==> config.mk <==
export PLATFORM = sky130hd
export DESIGN_NAME = refill_timer
export DESIGN_NICKNAME = d
export VERILOG_FILES = /design/src/rtl/refill_timer.sv
export SDC_FILE = /design/constraint.sdc
export NUM_CORES = 1
export LEC_CHECK = 0
export ABC_AREA = 1
export BUFFER_PORTS_ARGS = -buffer_cell sky130_fd_sc_hd__buf_2
export CAP_MARGIN = 20
export CORE_AREA = 4 4 41 43
export CTS_CLUSTER_SIZE = 14
export DETAILED_ROUTE_END_ITERATION = 10
export DIE_AREA = 0 0 45 47
export GPL_TIMING_DRIVEN = 1
export PLACE_DENSITY = 0.55
export SETUP_SLACK_MARGIN = 0.3
export SYNTH_ARGS = -nofsm -noshare
export SYNTH_HDL_FRONTEND = slang
export SYNTH_SLANG_ARGS = --single-unit
export TNS_END_PERCENT = 10
==> constraint.sdc <==
create_clock -name CPU_CLK -period 2.79 [get_ports CPU_CLK]
set_input_delay 0.279 -clock CPU_CLK [delete_from_list [all_inputs] [get_ports CPU_CLK]]
set_output_delay 0.279 -clock CPU_CLK [all_outputs]
set_load 0.01 [all_outputs]
==> src/rtl/refill_timer.sv <==
`default_nettype none

module refill_timer
#(
  parameter int TIMEOUT_CYCLES = 64
)
(
  input  logic CPU_CLK,
  input  logic RST_CPU,
  input  logic run,
  output logic expired
);

  localparam int CNT_W = $clog2(TIMEOUT_CYCLES + 1);

  logic [CNT_W-1:0] count;

  // stays high until run drops
  assign expired = (count == CNT_W'(TIMEOUT_CYCLES));

  always_ff @(posedge CPU_CLK)
  begin
    if (RST_CPU || !run)
      count <= '0;
    else if (!expired)
      count <= count + 1'b1;   // saturate at the limit
  end

endmodule

`default_nettype wire

==> flow_summary.yaml, run 1 <==
run_status:
  status: "finished clean"
yosys:
  avgSynthCellArea_um2: 7.335
  yosysWarnings: 0
  synth-simple-area-share: 0.3545
  syn_area_um2: 374.1
  yosysSeqAreaShare: 0.3746
  syn_nets: 56
  synth_xor_area_frac: 0.07023
  synth_adder_area_share: 0.06689
  synthMuxAreaShare: 0
  ys_seq_elements: 7
  synth_top_family_by_area: "simple AND/OR/NAND/NOR gates"
  ys_types: 14
  synth-compound-area-share: 0.05351
  synthCells: 51
drt:
  vias_per_cell: 4.288
  via_count: 313
  route.detailed.drc: 0
  first_iter_violations: 4
  dr.pass1.iters: 4
  routed_wl_um: 661
  wl_per_cell_um: 9.055
  ant_nets: 0
placed_design:
  hpwl_um: 503.1
  dpl-instance-area_um2: 407.9
  dp_cells: 69
  port_buffers: 3
  gp_congestion: 0.7174
floorplanning:
  core.rowCount: 13
  start_util: 0.2875
  ios: 4
  die_height_um: 47
  die_w_um: 45
  core_um2: 1301
  die_area_um2: 2115
sta:
  fmax_ghz: 0.6427
  tightest_slew_ns: 0.1895
  hold_viol: 0
  timing.slew.headroom: 0.8732
  finalSetupViolations: 0
  min_period_ns: 1.556
  fin_crit_sh: 0.5577
  rsz0062_at_grt: "no"
  finalHoldWorstSlack_ns: 0.2848
  slew_viol_final: 0
  finalSetupTns_ns: 0
  skew_ns: 0.008009
cells_and_area:
  final_common_cell: "nor2_1"
  fillers: 147
  reg_top3: "count x7"
  fin_nets: 64
  area_delta_synth_final_pct: 16.05
  num_antenna_cells: 0
  largest_register_ffs: 7
  final_cells: 73
  final_cell_mix: "10 x nor2_1, 8 x inv_1, 7 x nand2_1, 7 x dfxtp_1, 5 x nand3_1"
  regMostFlops: "count"
  stdcell_area_um2: 434.2
  drive_above_1_share: 0.1724
worst_setup_path:
  reg2regPathDepth: 6
  r2r-end: "count[1]"
  reg2reg_slack_ns: 1.69
  cp_max_fo: 4
  crit_type: "register to output pin"
  cp-end-kind: "output pin"
  critPathLaunchType: "register"
  r2r-start: "count[0]"
  critPathRequiredTime_ns: 2.51
  cp.arrival_ns: 1.28
power_and_ir_drop:
  sw_frac_of_total: 0.2314
  p_switching_uw: 48.42
  ir_drop_v: 0.0002027
  power_frac_clock: 0.454
  internal-power_uw: 160.8
  power.density_nw_per_um2: 482.0
  seq_power_share: 0.492
  leakagePower_uw: 0.0001630
  p_comb_frac: 0.054
clock_network:
  htree_num_levels: 1
  clock-sinks: 7
  cts_resized: 0
  root_buffer: "clkbuf_4"
  cts_tree: "yes"
  hold_buffers: 0
  clkTransAtPathRegs_ns: 0.06
  clk_latency_ns: 0.26
  post_cts_buffers: 0
  cts_buffer_depth: 2
  numCtsBuffers: 3
global_routing:
  grt_max_degree: 6
  antenna_found_initial: 0
  grt_overflow: 0
  grt_pass1_wl_mm: 1.193
  grt_usage: 0.09040
  grt_pass1_vias: 278
hold_path:
  whs_endpoint: "count[1]"
  min_path_cells: 4
  hold_path.startpoint: "RST_CPU"
  hold_class: "primary input to register"
job:
  cap_violations: 0
-- cells in the mapped netlist (all sizes together) --
| cell | count | area, um^2 |
|---|---|---|
| nor2 | 12 | 60.06 |
| xor2 | 2 | 17.52 |
| nor3 | 1 | 5.000 |
| dfxtp | 7 | 140.1 |
| a21oi | 2 | 10.01 |
| xnor2 | 1 | 8.760 |
| o21ai | 2 | 10.01 |
| nand3 | 6 | 35.03 |
| ha | 2 | 25.02 |
| nand2 | 8 | 32.54 |
| inv | 8 | 30.03 |
-- how the worst max path moves through the flow --
stage          startpoint      end  slack (ns)  cells past startpoint
2_1_floorplan    count[0]  expired        1.71                      4
3_3_place_gp     count[0]  expired        1.54                      5
3_5_place_dp     count[0]  expired        1.52                      5
4_1_cts          count[0]  expired        1.23                      5
5_1_grt          count[0]  expired        1.14                      5
6_report         count[0]  expired        1.23                      5
-- per-layer routing --
layer | up-vias | part of all wire | track usage
met5 | - | 0 | 0
met4 | 0 | 0.070 | 0.1404
met3 | 5 | 0.030 | 0.03448
met2 | 5 | 0.41 | 0.1130
met1 | 131 | 0.48 | 0.09425
li1 | 172 | - | -
-- power by group through the flow --
stage / Clock, uW / Combinational, uW / Sequential [uW]
after floorplan: 0 / 8.32 / 105
after global placement: 0 / 11.4 / 105
after detailed placement: 0 / 11.4 / 105
after CTS: 98.2 / 11.4 / 103
after global routing: 104 / 13.6 / 103
final: 94.9 / 11.3 / 103
-- stage by stage --
stage            util  setup slack, ns  total power, uW
2_1_floorplan       -            1.705            113.1
3_3_place_gp   0.3135            1.540            116.4
3_5_place_dp   0.3135            1.517            116.5
4_1_cts        0.3337            1.227            212.5
5_1_grt        0.3337            1.143            221.1
6_report       0.3337            1.234            209.3
-- cells by family after synthesis --
| kind of cell | after synthesis |
|---|---|
| fa+ha+maj | 2 |
| compound gates | 4 |
| flops | 7 |
| buf+inv | 8 |
| simple gates | 27 |
| xor+xnor | 3 |
-- critical path: stages, from the launching register on --
cell	delay (ns)
dfxtp_1	0.33
inv_1	0.11
ha_1	0.18
nand3_1	0.12
nor2_4	0.13
buf_2	0.14
-- layout make-up --
class                   count  area, um^2  share of cell area
flip-flops and latches      7       140.1              0.3228
well taps                  15       18.77             0.04323
clock buffers               4       26.28             0.06052
repair buffers              3       15.01             0.03458
inverters                   8       30.03             0.06916
multi-input cells          36       203.9              0.4697
(Power assumes the default switching activity.)
==> run 2: changes to the inputs <==
- ABC_AREA: 1 -> 0
- PLACE_DENSITY: 0.55 -> 0.54
- clock period: 2.79 -> 1.5 ns (I/O delays scaled with it)
==> flow_summary.yaml, run 2 <==
run_status:
  status: "finished clean"
global_routing:
  grt_overflow: 0
  antenna_found_initial: 0
  grt_pass1_wl_mm: 1.311
  grt_usage: 0.09177
  grt_pass1_vias: 311
  grt_max_degree: 7
worst_setup_path:
  reg2reg_slack_ns: 0.16
  slowest_delay_ns: 0.36
  worstPathCellList: "buf_4, ha_1, nand3_2, or3_1, a21oi_1"
  critPathLaunchType: "register"
  cp_slowest_cell: "or3_1"
  r2r-end: "count[6]"
  cp.arrival_ns: 1.53
  cp-end-kind: "register"
  critPathRequiredTime_ns: 1.69
  r2r-start: "count[0]"
  reg2regPathDepth: 5
  crit_type: "register to register"
  cp_max_fo: 3
cells_and_area:
  post-route-util: 0.3846
  final_common_cell: "buf_4"
  fin_nets: 57
  fillers: 152
  area_delta_synth_final_pct: 40.35
  largest_register_ffs: 7
  reg_top3: "count x7"
  num_antenna_cells: 0
  regMostFlops: "count"
  drive_above_1_share: 0.4902
sta:
  finalSetupViolations: 0
  fin_crit_sh: 0.8938
  tightest_slew_ns: 0.2727
  rsz0062_at_grt: "yes"
  finalSetupTns_ns: 0
  slew_viol_final: 0
  timing.slew.headroom: 0.8182
  finalHoldWorstSlack_ns: 0.1848
  min_period_ns: 1.341
  fmax_ghz: 0.7459
  hold_viol: 0
  skew_ns: 0.009246
clock_network:
  clk_latency_ns: 0.26
  cts_tree: "yes"
  cts_buffer_depth: 2
  clkTransAtPathRegs_ns: 0.05
  clock-sinks: 7
  htree_num_levels: 1
  root_buffer: "clkbuf_4"
  numCtsBuffers: 3
hold_path:
  whs_endpoint: "count[1]"
  min_path_cells: 4
  hold_class: "primary input to register"
  hold_path.startpoint: "RST_CPU"
yosys:
  ys_seq_elements: 7
  yosysMostFrequentCell: "dfxtp_1"
  ys_types: 20
  avgSynthCellArea_um2: 9.143
  yosysWarnings: 0
  synth_area_leaders: "dfxtp_1 39%, ha_1 7.0%, xor2_1 4.9%"
  yosysSeqAreaShare: 0.3930
  syn_nets: 44
  synth_area_leader_cell: "dfxtp_1"
  synth_edf_count: 0
  synthCells: 39
  ys.flop_type: "dfxtp_1"
  syn_area_um2: 356.6
  synthArstFlopShare: 0
  synth_top_cell_area_share: 0.3930
  synth_common_cells: "7 x dfxtp_1, 3 x a21oi_1, 3 x nand2_1, 3 x nand3_1"
drt:
  dr.pass1.iters: 2
  via_count: 312
  vias_per_cell: 4.727
  first_iter_violations: 2
  routed_wl_um: 780
  ant_nets: 0
  route.detailed.drc: 0
  wl_per_cell_um: 11.82
placed_design:
  gp_congestion: 0.6693
  port_buffers: 3
  hpwl_um: 502.4
power_and_ir_drop:
  leakagePower_uw: 0.0001880
  power.density_nw_per_um2: 780.3
  ir_drop_v: 0.0003670
floorplanning:
  die_height_um: 47
  ios: 4
  die_area_um2: 2115
  core.rowCount: 13
  die_w_um: 45
  core_um2: 1301
  start_util: 0.2740
job:
  cap_violations: 0
==> run 2: worst max-delay path, delay by kind of cell (launching register included) <==
kind                     cells  cell delay (ns)
AND/OR/NAND/NOR              2             0.48
flip-flops                   1             0.34
adder cells (fa/ha/maj)      1             0.21
AO/OA/AOI/OAI                1             0.13
buffers and inverters        1             0.11
==> run 2: worst max path at each step <==
stage / startpoint / endpoint / slack (ns)
2_1_floorplan: count[1] / count[2] / 0.32
3_3_place_gp: count[0] / expired / 0.23
3_5_place_dp: count[0] / expired / 0.23
4_1_cts: count[0] / expired / 0.16
5_1_grt: count[0] / count[6] / 0.1
6_report: count[0] / count[6] / 0.16
==> run 2: layout make-up <==
type | instances | area (um^2) | area share
clock buffers | 4 | 26.28 | 0.05250
inverters | 2 | 7.507 | 0.01500
multi-input cells | 29 | 234.0 | 0.4675
flip-flops and latches | 7 | 147.6 | 0.2950
well taps | 15 | 18.77 | 0.03750
repair buffers | 9 | 66.31 | 0.1325
==> run 2: logic make-up (layout without fill, tap and decap cells) <==
family / count (synthesis) / after routing / synth area share
buffers and inverters: 3 / 15 / 0.05264
DFF: 7 / 7 / 0.3930
adders and majority gates: 2 / 2 / 0.07016
xor gates and xnor gates: 3 / 3 / 0.07370
and+or+nand+nor: 18 / 18 / 0.3158
AOI/OAI and AO/OA: 6 / 6 / 0.09473
==> run 2: per-stage QoR <==
stage | worst slack [ns] | std cells | area (um^2) | total power, uW
floorplan | 0.3180 | 39 | 357.8 | 207.9
global placement | 0.2333 | 58 | 395.4 | 217.4
detailed placement | 0.2334 | 58 | 395.4 | 217.9
CTS | 0.1608 | 64 | 478.0 | 400.9
global route | 0.09812 | 66 | 500.5 | 411.6
finish | 0.1593 | 66 | 500.5 | 390.5
==> run 2: report_power, final <==
| group | total [uW] | switching (uW) | leakage (uW) | internal (uW) |
|---|---|---|---|---|
| sequential | 190 | 2.63 | 0.0000588 | 188 |
| clock | 170 | 68.9 | 0.0000150 | 101 |
| combinational | 29.9 | 13.8 | 0.000114 | 16.1 |
| total | 391 | 85.3 | 0.000188 | 305 |
==> run 2: routing by layer <==
metal,vias up,part of all wire,GRT usage
met5,-,0,0
met1,148,0.39,0.07991
met3,0,0.068,0.06130
li1,157,-,-
met4,0,0,0.04678
met2,7,0.54,0.1610
==> run 2: what timing repair did <==
item / in CTS / in global routing
setup buffers: 2 / 2
cloned: 0 / 0
pin swaps: 2 / 2
gates resized for setup: 12 / 2
endpoints found under the hold margin: 0 / 0
hold buffers: 0 / 0
setup endpoints to repair: 3 / 7
==> run 3: changes to the inputs <==
- CORE_AREA: 4 4 41 43 -> 2 2 39 41
- DIE_AREA: 0 0 45 47 -> 0 0 41 43
==> flow_summary.yaml, run 3 (synthesis gave the netlist of run 2 again) <==
worst_setup_path:
  critPathCapture: "expired"
  reg2reg_slack_ns: 0.19
  cp.arrival_ns: 1.21
  critPathRequiredTime_ns: 1.35
  r2r-start: "count[1]"
  cp_max_fo: 2
  cp-end-kind: "output pin"
  crit_type: "register to output pin"
  r2r-end: "count[6]"
  worst_setup_path_startpoint: "count[4]"
  critPathLaunchType: "register"
  reg2regPathDepth: 5
sta:
  finalSetupTns_ns: 0
  fin_crit_sh: 0.9055
  min_period_ns: 1.358
  slew_viol_final: 0
  tightest_slew_ns: 0.2863
  skew_ns: 0.001013
  fin_ws_ns: 0.1418
  rsz0062_at_grt: "yes"
  hold_viol: 0
  timing.slew.headroom: 0.8091
  finalSetupViolations: 0
  fmax_ghz: 0.7363
floorplanning:
  die_w_um: 41
  ios: 4
  core.rowCount: 14
  die_area_um2: 1763
  start_util: 0.2577
  die_height_um: 43
  core_um2: 1384
clock_network:
  numCtsBuffers: 3
  clock-sinks: 7
  cts_buffer_depth: 2
  clkTransAtPathRegs_ns: 0.06
  htree_num_levels: 1
  cts_tree: "yes"
  root_buffer: "clkbuf_4"
  clk_latency_ns: 0.26
  hold_buffers: 0
run_status:
  status: "finished clean"
placed_design:
  gp_congestion: 0.7163
  dp_slack_ns: 0.1236
  port_buffers: 3
cells_and_area:
  regMostFlops: "count"
  multi_input_area_um2: 219.0
  drive_above_1_share: 0.4510
  fin_nets: 57
  reg_top3: "count x7"
  num_antenna_cells: 0
  regArea_um2: 147.6
  largest_register_ffs: 7
  final_common_cell: "buf_4"
  fillers: 143
  area_delta_synth_final_pct: 36.49
drt:
  via_count: 306
  dr.pass1.iters: 2
  route.detailed.drc: 0
  routed_wl_um: 720
  wl_per_cell_um: 10.75
  ant_nets: 0
  vias_per_cell: 4.567
  first_iter_violations: 3
global_routing:
  grt_pass1_wl_mm: 1.221
  grt_overflow: 0
  grt_max_degree: 7
  antenna_found_initial: 0
  grt_pass1_vias: 287
  grt_usage: 0.1126
job:
  cap_violations: 0
hold_path:
  hold_class: "primary input to register"
  hold_path.startpoint: "RST_CPU"
power_and_ir_drop:
  ir_drop_v: 0.0003976
  leakagePower_uw: 0.0001855
  power.density_nw_per_um2: 822.4
[run 3: changes by cell type in the layout (fill, tap and decap cells not counted)]
cell,change
inv_1,+1
nand3_2,-1
ha_4,-1
ha_2,+1
nand3_1,+1
inv_2,-1
[run 3: repair_timing]
item	4_1_cts	5_1_grt
setup buffers	5	0
pin swaps	2	1
setup endpoints to repair	6	8
resized for setup	11	0
[run 3: worst min-delay path by stage]
| stage | end | slack (ns) | cells past startpoint |
|---|---|---|---|
| after CTS | count[1] | 0.17 | 4 |
| after detailed placement | count[1] | 0.45 | 4 |
| after global placement | count[1] | 0.44 | 4 |
| after floorplan | count[1] | 0.34 | 3 |
| final | count[1] | 0.17 | 4 |
| after global routing | count[1] | 0.19 | 4 |
[run 3: per-layer routing]
metal  track usage  up-vias  part of all wire
met5             0        -                 0
met2        0.1719        7              0.49
met3       0.04712        4             0.061
li1              -      158                 -
met4       0.08000        0             0.028
met1        0.1161      137              0.42
[run 3: critical path: stages (launching register included)]
cell	delay, ns
dfxtp_4	0.35
nor4b_4	0.30
and2_4	0.20
buf_6	0.09
[run 3: layout make-up]
class                      count  area share
clock buffer                   4     0.05398
inverter                       2     0.01542
timing repair buffer           9      0.1362
sequential                     7      0.3033
multi-input combinational     29      0.4499
tap                           16     0.04113
[run 3: power breakdown]
part	total [uW]	internal, uW	switching [uW]
Sequential	189	187	1.65
Combinational	29.4	15.9	13.5
Clock	182	102	79.8
[run 3: metrics by stage]
| step | power [uW] | std cells | cell area [um^2] | util | hold slack, ns |
|---|---|---|---|---|---|
| 6_report | 400.3 | 67 | 486.7 | 0.3517 | 0.1686 |
| 5_1_grt | 420.5 | 67 | 486.7 | 0.3517 | 0.1868 |
| 4_1_cts | 402.9 | 67 | 486.7 | 0.3517 | 0.1655 |
| 3_5_place_dp | 213.7 | 58 | 389.1 | 0.2812 | 0.4497 |
| 3_3_place_gp | 213.7 | 58 | 389.1 | 0.2812 | 0.4445 |
| 2_1_floorplan | 207.9 | 39 | 357.8 | - | 0.3405 |
