===== config.mk =====
export PLATFORM = sky130hd
export DESIGN_NAME = cache_ctrl_fsm_flat
export DESIGN_NICKNAME = d
export VERILOG_FILES = /design/src/rtl/cache_pkg.sv /design/src/rtl/lookup_if.sv /design/src/rtl/cache_ctrl_fsm.sv /design/src/flat_wrapper.sv
export SDC_FILE = /design/constraint.sdc
export NUM_CORES = 1
export LEC_CHECK = 0
export BUFFER_PORTS_ARGS = -buffer_cell sky130_fd_sc_hd__buf_2
export CAP_MARGIN = 20
export CORE_AREA = 2 2 160 162
export DETAILED_ROUTE_END_ITERATION = 12
export DIE_AREA = 0 0 162 164
export PLACE_DENSITY = 0.6
export SETUP_SLACK_MARGIN = 0.1
export SKIP_LAST_GASP = 1
export SLEW_MARGIN = 10
export SYNTH_ARGS = -nofsm -noshare
export SYNTH_HDL_FRONTEND = slang
export SYNTH_SLANG_ARGS = --single-unit

===== constraint.sdc =====
create_clock -name CPU_CLK -period 7.1 [get_ports CPU_CLK]
set_input_delay 1.42 -clock CPU_CLK [delete_from_list [all_inputs] [get_ports CPU_CLK]]
set_output_delay 1.42 -clock CPU_CLK [all_outputs]
set_load 0.03 [all_outputs]

===== src/rtl/cache_pkg.sv =====
`default_nettype none

package cache_pkg;

  // --------------------------------------------------
  // address layout
  // --------------------------------------------------
  // [31:16] page, [15:8] tlb index, [7:0] line index
  localparam int IDX_W  = 8;
  localparam int PAGE_W = 16;
  localparam int TAG_W  = 24;   // physical address bits 31:8

  // physical page sits in the upper half of a tlb write
  typedef struct packed {
    logic [PAGE_W-1:0] ppage;
    logic [PAGE_W-1:0] vtag;
  } tlb_entry_t;

  typedef struct packed {
    logic             valid;
    logic [TAG_W-1:0] tag;
    logic [31:0]      data;
  } line_t;

  typedef enum logic [2:0] {
    SWEEP,      // invalidate all lines after reset
    IDLE,
    LOOKUP,
    MEM_REQ,
    MEM_WAIT,
    RESPOND
  } ctrl_state_t;

endpackage

`default_nettype wire

===== src/rtl/lookup_if.sv =====
`default_nettype none

interface lookup_if;

  // array read, one cycle ahead of the results
  logic                            rd_en;
  logic [31:0]                     rd_addr;
  logic                            vmem;

  logic                            line_we;
  logic [cache_pkg::IDX_W-1:0]     line_idx;
  cache_pkg::line_t                line_wdata;

  logic                            tlb_we;
  logic [cache_pkg::IDX_W-1:0]     tlb_idx;
  cache_pkg::tlb_entry_t           tlb_wdata;

  // valid the cycle after rd_en
  logic [31:0]                     phys_addr;
  logic                            fault;
  logic                            hit;
  logic [31:0]                     hit_data;

  modport ctrl (
    output rd_en, rd_addr, vmem, line_we, line_idx, line_wdata,
    output tlb_we, tlb_idx, tlb_wdata,
    input  phys_addr, fault, hit, hit_data
  );

  modport lookup (
    input  rd_en, rd_addr, vmem, line_we, line_idx, line_wdata,
    input  tlb_we, tlb_idx, tlb_wdata,
    output phys_addr, fault, hit, hit_data
  );

endinterface

`default_nettype wire


===== src/rtl/cache_ctrl_fsm.sv =====
`default_nettype none

module cache_ctrl_fsm
(
  input  logic        CPU_CLK,
  input  logic        RST_CPU,
  // cpu side
  input  logic        cpu_valid,
  output logic        cpu_ready,
  input  logic [31:0] cpu_addr,
  input  logic        cpu_we,
  input  logic        cpu_tlb_we,
  input  logic        cpu_force_miss,
  input  logic [31:0] cpu_wdata,
  input  logic        vmem_act,
  output logic        rsp_valid,
  output logic [31:0] rsp_data,
  output logic        rsp_fault,
  output logic        rsp_error,
  // memory side
  output logic        mem_valid,
  input  logic        mem_ready,
  output logic        mem_we,
  output logic [31:0] mem_addr,
  output logic [31:0] mem_wdata,
  input  logic        mem_rvalid,
  input  logic [31:0] mem_rdata,
  lookup_if.ctrl      lk,
  output logic        timer_run,
  input  logic        timer_expired
);

  localparam int IDX_W = cache_pkg::IDX_W;

  cache_pkg::ctrl_state_t state;
  logic [IDX_W-1:0]       sweep_idx;
  logic                   we_q;
  logic                   tlb_we_q;
  logic                   force_miss_q;
  logic                   vmem_q;
  logic [31:0]            wdata_q;
  logic                   fill_q;    // line write pending at response
  logic                   accept;
  logic                   mem_done;
  logic                   mem_abort;

  assign accept    = (state == cache_pkg::IDLE) && cpu_valid;
  assign cpu_ready = (state == cache_pkg::IDLE);
  assign rsp_valid = (state == cache_pkg::RESPOND);
  assign mem_valid = (state == cache_pkg::MEM_REQ);
  assign mem_we    = we_q;
  assign mem_wdata = wdata_q;
  assign timer_run = mem_valid || (state == cache_pkg::MEM_WAIT);

  // completion may come with the handshake or later
  assign mem_done  = mem_rvalid && ((state == cache_pkg::MEM_WAIT) || (mem_valid && mem_ready));
  assign mem_abort = timer_run && timer_expired && !mem_done;

  // --------------------------------------------------
  // lookup block controls
  // --------------------------------------------------
  assign lk.rd_en   = accept;   // arrays read on the accepting edge
  assign lk.rd_addr = cpu_addr;
  assign lk.vmem    = vmem_q;

  assign lk.tlb_we    = (state == cache_pkg::LOOKUP) && tlb_we_q;
  assign lk.tlb_idx   = lk.phys_addr[2*IDX_W-1:IDX_W];   // untouched by translation
  assign lk.tlb_wdata = cache_pkg::tlb_entry_t'(wdata_q);

  assign lk.line_we  = (state == cache_pkg::SWEEP) || ((state == cache_pkg::RESPOND) && fill_q);
  assign lk.line_idx = (state == cache_pkg::SWEEP) ? sweep_idx : mem_addr[IDX_W-1:0];

  always_comb
  begin
    lk.line_wdata = '0;   // invalid line during sweep
    if (state != cache_pkg::SWEEP)
    begin
      lk.line_wdata.valid = 1'b1;
      lk.line_wdata.tag   = mem_addr[31:IDX_W];
      lk.line_wdata.data  = rsp_data;
    end
  end

  // --------------------------------------------------
  // state and control flags
  // --------------------------------------------------
  always_ff @(posedge CPU_CLK)
  begin
    if (RST_CPU)
    begin
      state     <= cache_pkg::SWEEP;
      sweep_idx <= '0;
      fill_q    <= 1'b0;
      rsp_fault <= 1'b0;
      rsp_error <= 1'b0;
    end
    else
    begin
      case (state)
        cache_pkg::SWEEP:
        begin
          sweep_idx <= sweep_idx + 1'b1;
          if (sweep_idx == '1)
            state <= cache_pkg::IDLE;
        end
        cache_pkg::IDLE:
        begin
          if (accept)
            state <= cache_pkg::LOOKUP;
        end
        cache_pkg::LOOKUP:
        begin
          rsp_fault <= 1'b0;
          rsp_error <= 1'b0;
          if (tlb_we_q)
            state <= cache_pkg::RESPOND;
          else if (lk.fault)
          begin
            rsp_fault <= 1'b1;   // no memory traffic on a fault
            state     <= cache_pkg::RESPOND;
          end
          else if (!we_q && !force_miss_q && lk.hit)
            state <= cache_pkg::RESPOND;
          else
            state <= cache_pkg::MEM_REQ;
        end
        cache_pkg::MEM_REQ, cache_pkg::MEM_WAIT:
        begin
          if (mem_done)
          begin
            fill_q <= 1'b1;
            state  <= cache_pkg::RESPOND;
          end
          else if (mem_abort)
          begin
            rsp_error <= 1'b1;
            state     <= cache_pkg::RESPOND;
          end
          else if (mem_valid && mem_ready)
            state <= cache_pkg::MEM_WAIT;
        end
        cache_pkg::RESPOND:
        begin
          fill_q <= 1'b0;
          state  <= cache_pkg::IDLE;
        end
        default: state <= cache_pkg::IDLE;
      endcase
    end
  end

  // request capture and response data
  always_ff @(posedge CPU_CLK)
  begin
    if (accept)
    begin
      we_q         <= cpu_we;
      tlb_we_q     <= cpu_tlb_we;
      force_miss_q <= cpu_force_miss;
      wdata_q      <= cpu_wdata;
      vmem_q       <= vmem_act;
    end
    if (state == cache_pkg::LOOKUP)
    begin
      mem_addr <= lk.phys_addr;
      if (tlb_we_q)
        rsp_data <= wdata_q;
      else if (lk.fault)
        rsp_data <= '0;
      else
        rsp_data <= lk.hit_data;   // overwritten later on a miss
    end
    if (mem_done)
      rsp_data <= we_q ? wdata_q : mem_rdata;
    else if (mem_abort)
      rsp_data <= '0;
  end

endmodule

`default_nettype wire


===== src/flat_wrapper.sv =====
// flat-port wrapper written by rule: the top's interface ports become plain ports
module cache_ctrl_fsm_flat 
  (CPU_CLK, RST_CPU, cpu_valid, cpu_ready, cpu_addr, cpu_we, cpu_tlb_we, cpu_force_miss, cpu_wdata, vmem_act, rsp_valid, rsp_data, rsp_fault, rsp_error, mem_valid, mem_ready, mem_we, mem_addr, mem_wdata, mem_rvalid, mem_rdata, timer_run, timer_expired, lk_rd_en, lk_rd_addr, lk_vmem, lk_line_we, lk_line_idx, lk_line_wdata, lk_tlb_we, lk_tlb_idx, lk_tlb_wdata, lk_phys_addr, lk_fault, lk_hit, lk_hit_data);
  lookup_if lk_i ();
  input  logic CPU_CLK;
  input  logic RST_CPU;
  input  logic cpu_valid;
  output logic cpu_ready;
  input  logic [31:0] cpu_addr;
  input  logic cpu_we;
  input  logic cpu_tlb_we;
  input  logic cpu_force_miss;
  input  logic [31:0] cpu_wdata;
  input  logic vmem_act;
  output logic rsp_valid;
  output logic [31:0] rsp_data;
  output logic rsp_fault;
  output logic rsp_error;
  output logic mem_valid;
  input  logic mem_ready;
  output logic mem_we;
  output logic [31:0] mem_addr;
  output logic [31:0] mem_wdata;
  input  logic mem_rvalid;
  input  logic [31:0] mem_rdata;
  output logic timer_run;
  input  logic timer_expired;
  output wire logic [$bits(lk_i.rd_en)-1:0] lk_rd_en;
  output wire logic [$bits(lk_i.rd_addr)-1:0] lk_rd_addr;
  output wire logic [$bits(lk_i.vmem)-1:0] lk_vmem;
  output wire logic [$bits(lk_i.line_we)-1:0] lk_line_we;
  output wire logic [$bits(lk_i.line_idx)-1:0] lk_line_idx;
  output wire logic [$bits(lk_i.line_wdata)-1:0] lk_line_wdata;
  output wire logic [$bits(lk_i.tlb_we)-1:0] lk_tlb_we;
  output wire logic [$bits(lk_i.tlb_idx)-1:0] lk_tlb_idx;
  output wire logic [$bits(lk_i.tlb_wdata)-1:0] lk_tlb_wdata;
  input wire logic [$bits(lk_i.phys_addr)-1:0] lk_phys_addr;
  input wire logic [$bits(lk_i.fault)-1:0] lk_fault;
  input wire logic [$bits(lk_i.hit)-1:0] lk_hit;
  input wire logic [$bits(lk_i.hit_data)-1:0] lk_hit_data;
  assign lk_rd_en = lk_i.rd_en;
  assign lk_rd_addr = lk_i.rd_addr;
  assign lk_vmem = lk_i.vmem;
  assign lk_line_we = lk_i.line_we;
  assign lk_line_idx = lk_i.line_idx;
  assign lk_line_wdata = lk_i.line_wdata;
  assign lk_tlb_we = lk_i.tlb_we;
  assign lk_tlb_idx = lk_i.tlb_idx;
  assign lk_tlb_wdata = lk_i.tlb_wdata;
  assign lk_i.phys_addr = lk_phys_addr;
  assign lk_i.fault = lk_fault;
  assign lk_i.hit = lk_hit;
  assign lk_i.hit_data = lk_hit_data;
  cache_ctrl_fsm u_core (.CPU_CLK(CPU_CLK), .RST_CPU(RST_CPU), .cpu_valid(cpu_valid), .cpu_ready(cpu_ready), .cpu_addr(cpu_addr), .cpu_we(cpu_we), .cpu_tlb_we(cpu_tlb_we), .cpu_force_miss(cpu_force_miss), .cpu_wdata(cpu_wdata), .vmem_act(vmem_act), .rsp_valid(rsp_valid), .rsp_data(rsp_data), .rsp_fault(rsp_fault), .rsp_error(rsp_error), .mem_valid(mem_valid), .mem_ready(mem_ready), .mem_we(mem_we), .mem_addr(mem_addr), .mem_wdata(mem_wdata), .mem_rvalid(mem_rvalid), .mem_rdata(mem_rdata), .lk(lk_i), .timer_run(timer_run), .timer_expired(timer_expired));
endmodule

==> impl_metrics.yaml, run 1 <==
cts:
  htree_num_levels: 4
  root_buffer: "clkbuf_16"
  clkLatencyLatePin_ns: 0.41
  cts.sinks: 114
  cts_buffer_depth: 2
  cts_buffers: 17
  cts-resized-gates: 0
  clk_pin_slew_ns: 0.06
  cts_setup_buffers: 0
  ctsHoldBuffers: 0
  cts_tree: "done"
synth:
  synthCells: 471
  synth_seq_cells: 114
  ys_top_cells_by_area: "edfxtp_1, buf_4, and2_1"
  syn_nets: 644
  synth_top_area_frac: 0.531
  synth_edf_count: 100
  synth_cell_types: 46
  synth_area_sq_mm: 0.00565
  ys.flop_type: "edfxtp_1"
  yosysWarnings: 0
  ys_seq_area_frac: 0.581
  synth_top_cell_by_area: "edfxtp_1"
  synth.avg_cell_area_sq_um: 12.0
  async_reset_ff_frac: 0
sta:
  slew_violations: 0
  setup_violations: 0
  fin_crit_ns: 3.85
  finalClockSkew_ns: 0.0116
  fmax_ghz: 0.260
  final.setup.worst_slack_ns: 3.25
  fin_setup_tns_ns: 0
  finalHoldViolCount: 0
  tightest_slew_ns: 1.09
  slew_headroom: 0.267
  rsz0062_at_grt: "no"
  post-route-period-util: 0.543
  hold-worst-slack_ns: 0.462
setup_path:
  startpoint_type: "flip-flop"
  worstPathMaxFanout: 37
  cp-end-kind: "output port"
  crit_type: "flip-flop to output port"
  critPathArrivalTime_ns: 2.43
  crit_required_ns: 5.68
place:
  gp_congestion: 0.783
  postPlaceCellArea_sq_mm: 0.00723
  io_buffers: 351
  pre_cts_slack_ns: 3.28
  hpwl_mm: 14.3
finish:
  num-fill-cells: 2612
  area_delta_synth_final_pct: 38.7
  final_area_sq_mm: 0.00784
  regArea_sq_mm: 0.00328
  drive_above_1_share: 0.526
  final_common_cell: "buf_2"
  n_antenna_cell: 0
  multi_input_area_sq_mm: 0.00171
  final_nets: 921
  final_cell_mix: "buf_2, edfxtp_1, and2_1"
pwr:
  p_sw_uw: 1640
  power_leakage_uw: 0.00352
  power.internal_uw: 1920
  peakVddDrop_mv: 0.188
  swShare: 0.461
  combPwrFrac: 0.459
  p_per_area_mw_per_mm2: 455
  power.share.clock: 0.240
  seqPwrFrac: 0.301
detailed_routing:
  drt-initial-drc-count: 273
  first_pass_iters: 4
  via_count: 4742
  wirelength_mm: 19.6
  drcViolationCount: 0
  viasPerCell: 4.35
  wl_per_cell_microns: 18.0
  ant_nets: 0
floorplanning:
  start_util: 0.228
  coreArea_sq_mm: 0.0248
  die_h_microns: 164
  row_count: 58
  fp.dieW_microns: 162
  dieArea_sq_mm: 0.0266
  ios: 416
global_routing:
  grt_overflow: 0
  antenna_found_initial: 0
  grt_pass1_vias: 4516
  grt_usage: 0.141
  grt_max_degree: 71
  grt_pass1_wl_mm: 27.7
min_path:
  worst_hold_path_type: "flip-flop to flip-flop"
flow_run:
  cap_violations: 0
run_status:
  status: "complete, no violations"
==> worst paths after layout <==
path	start	end	slack [ns]	depth (start not counted)
worst max register to register	u_core.state[2]$_SDFFE_PP0P_	u_core.rsp_data[0]$_DFFE_PP_	4.82	3
worst min register to register	u_core.rsp_fault$_SDFFE_PP0P_	u_core.rsp_fault$_SDFFE_PP0P_	0.46	2
worst max-delay path	u_core.state[0]$_SDFFE_PP0P_	lk_rd_en	3.25	4
worst min-delay path	u_core.rsp_fault$_SDFFE_PP0P_	u_core.rsp_fault$_SDFFE_PP0P_	0.46	2
==> layer usage <==
metal | track usage | share of wire
met4 | 0.0571 | 0.024
met1 | 0.165 | 0.40
met2 | 0.246 | 0.51
met5 | 0 | 0
met3 | 0.0364 | 0.066
==> logic make-up after synthesis <==
| logic type | share of synthesized area |
|---|---|
| and+or+nand+nor | 0.129 |
| muxes | 0.0567 |
| adders and majority gates | 0.00221 |
| buffers and inverters | 0.120 |
| AOI/OAI and AO/OA | 0.103 |
| DFF | 0.581 |
| xor gates and xnor gates | 0.00775 |
==> synth_stat cells (all sizes together) (2+ instances only) <==
cell type / instances
buf: 79
nand3: 2
nor2: 8
a21oi: 7
nand2b: 2
o21ai: 5
or3: 3
clkbuf: 22
dfxtp: 14
nand4: 2
a311oi: 2
mux2i: 32
and2: 58
o22ai: 32
and3: 2
edfxtp: 100
nand2: 35
nor3b: 2
xnor2: 4
inv: 5
a22oi: 32
a31oi: 2
nor3: 3
==> registers in the layout, indices dropped and copies added (netlist names) <==
| signal | count |
|---|---|
| u_core.rsp_data | 32 |
| u_core.sweep_idx | 8 |
| u_core.fill_q | 1 |
| u_core.lk.vmem | 1 |
| u_core.tlb_we_q | 1 |
| u_core.mem_addr | 32 |
| u_core.lk.tlb_wdata | 32 |
| u_core.mem_we | 1 |
| u_core.force_miss_q | 1 |
| u_core.state | 3 |
| u_core.rsp_error | 1 |
| u_core.rsp_fault | 1 |
==> stage by stage <==
stage | total power, uW | utilization | cells
after detailed placement | 2720 | 0.291 | 1058
after global placement | 2710 | 0.291 | 1058
after floorplan | 2230 | - | 471
after global routing | 3750 | 0.316 | 1091
after CTS | 3600 | 0.315 | 1090
final | 3560 | 0.316 | 1091
==> critical path, stage by stage, from the launching register on <==
cell	delay, ns
dfxtp_1	0.58
nor3b_1	0.45
and2_2	0.22
buf_4	0.44
buf_2	0.30
==> final cells by class <==
type	count	share of cell area
clock inverter	14	0.0200
sequential	114	0.419
clock buffer	18	0.0548
timing repair buffer	359	0.233
inverter	5	0.00240
tap	330	0.0527
multi-input combinational	251	0.218
==> power groups by stage <==
stage / logic (uW) / registers (uW) / clock network (uW)
floorplan: 917 / 1310 / 0
global placement: 1620 / 1090 / 0
detailed placement: 1640 / 1090 / 0
CTS: 1640 / 1080 / 884
global route: 1740 / 1100 / 916
finish: 1640 / 1070 / 857
Note: power is estimated with default switching activity, not from simulation.
==> run 2, diff against run 1 <==
Settings changed: PLACE_DENSITY 0.6 to 0.62.
Clock period 7.1 ns to 3.1 ns, I/O delays scaled along.
==> impl_metrics.yaml, run 2 (same netlist as run 1, synthesis figures left out) <==
cts:
  cts.sinks: 114
  cts_buffers: 17
  htree_num_levels: 4
  cts_setup_buffers: 0
  ctsHoldBuffers: 0
  cts_buffer_depth: 2
  clkLatencyLatePin_ns: 0.41
  cts_tree: "done"
  clk_pin_slew_ns: 0.07
  root_buffer: "clkbuf_16"
  cts-resized-gates: 0
floorplanning:
  row_count: 58
  ios: 416
  die_h_microns: 164
  coreArea_sq_mm: 0.0248
  fp.dieW_microns: 162
  dieArea_sq_mm: 0.0266
  start_util: 0.228
setup_path:
  crit_required_ns: 2.48
  cp-end-kind: "output port"
  slowest_stage: "dfxtp_1"
  critical_path_depth: 5
  rr_worst_depth: 3
  slowest_delay_ns: 0.57
  worstPathMaxFanout: 50
  startpoint_type: "flip-flop"
  critPathArrivalTime_ns: 2.16
  path_delay_family: "buffers and inverters"
  crit_buf_inv: 3
  crit_type: "flip-flop to output port"
  path_cells: "nor3_1, inv_2, buf_12, and2_1, buf_2"
detailed_routing:
  via_count: 4815
  viasPerCell: 4.39
  wl_per_cell_microns: 18.8
  first_pass_iters: 4
  wirelength_mm: 20.6
  drt-initial-drc-count: 337
  drcViolationCount: 0
  ant_nets: 0
place:
  hpwl_mm: 15.5
  gp_congestion: 0.787
  dp.cells: 1063
  pre_cts_slack_ns: 0.740
  io_buffers: 351
sta:
  setup_violations: 0
  slew_headroom: 0.633
  post-route-period-util: 0.896
  fmax_ghz: 0.360
  final.setup.worst_slack_ns: 0.321
  tightest_slew_ns: 0.551
  fin_crit_ns: 2.78
  slew_violations: 0
  finalClockSkew_ns: 0.0122
  finalHoldViolCount: 0
  rsz0062_at_grt: "no"
  fin_setup_tns_ns: 0
flow_run:
  cap_violations: 0
global_routing:
  gr-usage-met3: 0.0452
  grt_max_degree: 51
  grt_busiest_layer: "met2"
  use_met2: 0.258
  grt_overflow: 0
  met1_usage: 0.172
  grt_pass1_wl_mm: 28.8
  grt_pass1_vias: 4614
  antenna_found_initial: 0
  grt_usage: 0.149
pwr:
  peakVddDrop_mv: 0.356
  combPwrFrac: 0.461
  p_sw_uw: 3810
  power.share.clock: 0.239
  seqPwrFrac: 0.300
  swShare: 0.464
  power.internal_uw: 4400
  power_leakage_uw: 0.00354
  p_per_area_mw_per_mm2: 1040
finish:
  drive_above_1_share: 0.527
  final_cell_mix: "buf_2, edfxtp_1, and2_1"
  area_delta_synth_final_pct: 39.2
  stdcell_count: 1096
  num-fill-cells: 2565
  final_nets: 925
  final_common_cell: "buf_2"
min_path:
  min_delay_path_depth: 1
  worst_hold_path_type: "input pin to flip-flop"
run_status:
  status: "complete, no violations"
[run 2: cell type report]
type                            instances  area, sq um  area share
Antenna cell                            1         2.50    0.000318
Inverter                                5         18.8     0.00239
Timing Repair Buffer                  363         1860       0.236
Clock buffer                           18          429      0.0546
Sequential cell                       114         3280       0.417
Multi-Input combinational cell        251         1710       0.217
Clock inverter                         14          154      0.0196
Tap cell                              330          413      0.0525
[run 2: metal layers]
| layer | up-vias | wire, microns |
|---|---|---|
| li1 | 2222 | - |
| met3 | 46 | 1820 |
| met5 | - | 0 |
| met2 | 282 | 10300 |
| met4 | 0 | 611 |
| met1 | 2265 | 7850 |
[run 2: path summary, 6_finish.rpt]
path / startpoint / to / slack, ns
worst max-delay path: u_core.state[2]$_SDFFE_PP0P_ / lk_line_wdata[30] / 0.32
worst min-delay path: cpu_wdata[9] / u_core.lk.tlb_wdata[9]$_DFFE_PP_ / 0.38
worst max register to register: u_core.state[0]$_SDFFE_PP0P_ / u_core.lk.tlb_wdata[24]$_DFFE_PP_ / 0.83
worst min register to register: u_core.rsp_fault$_SDFFE_PP0P_ / u_core.rsp_fault$_SDFFE_PP0P_ / 0.47
[run 2: worst reg2reg max path, delay by kind of cell (launching register included)]
kind / cells / cell delay, ns
buf+inv: 1 / 0.48
flops: 1 / 0.57
simple gates: 2 / 0.80
[run 2: metrics by stage]
step                utilization  instance area, sq um  power (uW)  hold WS [ns]
floorplan                     -                  5650        5110         0.445
global placement          0.293                  7280        6290         0.441
detailed placement        0.293                  7280        6320         0.463
CTS                       0.317                  7860        8340         0.353
global route              0.317                  7860        8630         0.346
finish                    0.317                  7870        8210         0.379
[run 2: power groups by stage]
stage	Sequential, uW	Clock, uW	Combinational [uW]
finish	2460	1960	3780
global route	2510	2090	4020
CTS	2480	2030	3840
detailed placement	2500	0	3830
global placement	2500	0	3800
floorplan	3010	0	2100
==> run 3, diff against run 2 <==
Settings changed: BUFFER_PORTS_ARGS -buffer_cell sky130_fd_sc_hd__buf_2 to -buffer_cell sky130_fd_sc_hd__buf_4.
==> impl_metrics.yaml, run 3 (same netlist as run 1, synthesis figures left out) <==
run_status:
  status: "complete, no violations"
floorplanning:
  die_h_microns: 164
  start_util: 0.228
  dieArea_sq_mm: 0.0266
  row_count: 58
  coreArea_sq_mm: 0.0248
  ios: 416
  fp.dieW_microns: 162
setup_path:
  rr_worst_depth: 3
  startpoint_type: "flip-flop"
  r2r_slack_ns: 1.09
  crit_type: "flip-flop to output port"
  r2r-end: "u_core.lk.tlb_wdata[26]$_DFFE_PP_"
  r2r-start: "u_core.state[0]$_SDFFE_PP0P_"
  worstPathMaxFanout: 40
  critPathArrivalTime_ns: 2.15
  cp-startpoint: "u_core.state[2]$_SDFFE_PP0P_"
  crit_required_ns: 2.48
  cp-end-kind: "output port"
place:
  hpwl_mm: 16.0
  gp_congestion: 0.766
  io_buffers: 351
finish:
  drive_above_1_share: 0.529
  area_delta_synth_final_pct: 55.3
  multi_input_area_sq_mm: 0.00171
  num-fill-cells: 2489
  final_common_cell: "buf_4"
  final_nets: 926
  regArea_sq_mm: 0.00328
  final_cell_mix: "buf_4, edfxtp_1, and2_1"
  n_antenna_cell: 0
cts:
  clk_pin_slew_ns: 0.07
  cts-resized-gates: 0
  clkLatencyLatePin_ns: 0.41
  cts_tree: "done"
  root_buffer: "clkbuf_16"
  cts_buffer_depth: 2
  ctsHoldBuffers: 0
  htree_num_levels: 4
  cts_buffers: 17
  cts.sinks: 114
  cts_setup_buffers: 0
sta:
  post-route-period-util: 0.893
  finalClockSkew_ns: 0.0108
  hold-worst-slack_ns: 0.380
  rsz0062_at_grt: "no"
  slew_violations: 0
  fin_setup_tns_ns: 0
  fmax_ghz: 0.361
  fin_crit_ns: 2.77
  finalHoldViolCount: 0
  setup_violations: 0
  slew_headroom: 0.641
  tightest_slew_ns: 0.538
global_routing:
  antenna_found_initial: 0
  grt_max_degree: 41
  grt_pass1_wl_mm: 29.2
  grt_usage: 0.151
  grt_pass1_vias: 4711
  grt_overflow: 0
detailed_routing:
  wirelength_mm: 21.0
  wl_per_cell_microns: 19.2
  via_count: 4759
  drt-initial-drc-count: 285
  first_pass_iters: 5
  ant_nets: 0
  viasPerCell: 4.34
  drcViolationCount: 0
pwr:
  peakVddDrop_mv: 0.432
  p_per_area_mw_per_mm2: 998
  power_leakage_uw: 0.00381
flow_run:
  cap_violations: 0
min_path:
  worst_hold_path_type: "input pin to flip-flop"
  min_delay_path_depth: 1
  worstHoldStart: "cpu_wdata[8]"
  hold_path_end: "u_core.lk.tlb_wdata[8]$_DFFE_PP_"
[run 3: cell type report]
type / count / share of cell area
Tap cell: 330 / 0.0471
Sequential cell: 114 / 0.374
Clock inverter: 14 / 0.0174
Timing Repair Buffer: 364 / 0.316
Clock buffer: 18 / 0.0489
Multi-Input combinational cell: 251 / 0.195
Inverter: 5 / 0.00214
[run 3: how the worst max path moves through the flow]
stage                     slack (ns)  cells after the start                end
final                           0.33                      5  lk_line_wdata[20]
after floorplan                 0.43                      2           lk_rd_en
after CTS                       0.26                      5  lk_line_wdata[41]
after detailed placement        0.72                      5  lk_line_wdata[41]
after global routing            0.13                      5  lk_line_wdata[36]
after global placement          0.81                      5  lk_line_wdata[20]
[run 3: critical path, cell delays in order, from the launching register on]
cell	delay, ns
dfxtp_1	0.56
nor3_1	0.15
inv_2	0.43
buf_12	0.26
and2_1	0.16
buf_4	0.16
[run 3: metal layers]
metal	track usage	share of wire	wire, microns
met3	0.0424	0.079	1670
met5	0	0	0
met4	0.0551	0.027	573
met1	0.182	0.40	8330
met2	0.257	0.50	10400
[run 3: metrics by stage]
step           power [uW]  instance area (sq um)  setup slack, ns  instances  utilization
2_1_floorplan        5110                   5650            0.430        471            -
3_3_place_gp         6840                   8190            0.807       1064        0.330
3_5_place_dp         6870                   8190            0.715       1064        0.330
4_1_cts              8900                   8770            0.258       1096        0.353
5_1_grt              9170                   8770            0.131       1096        0.353
6_report             8760                   8770            0.332       1096        0.353
[run 3: where the power goes]
part / total, uW / switching, uW / internal [uW]
Clock: 1980 / 782 / 1200
Sequential: 2490 / 325 / 2170
Combinational: 4290 / 2750 / 1540
Total: 8760 / 3860 / 4900
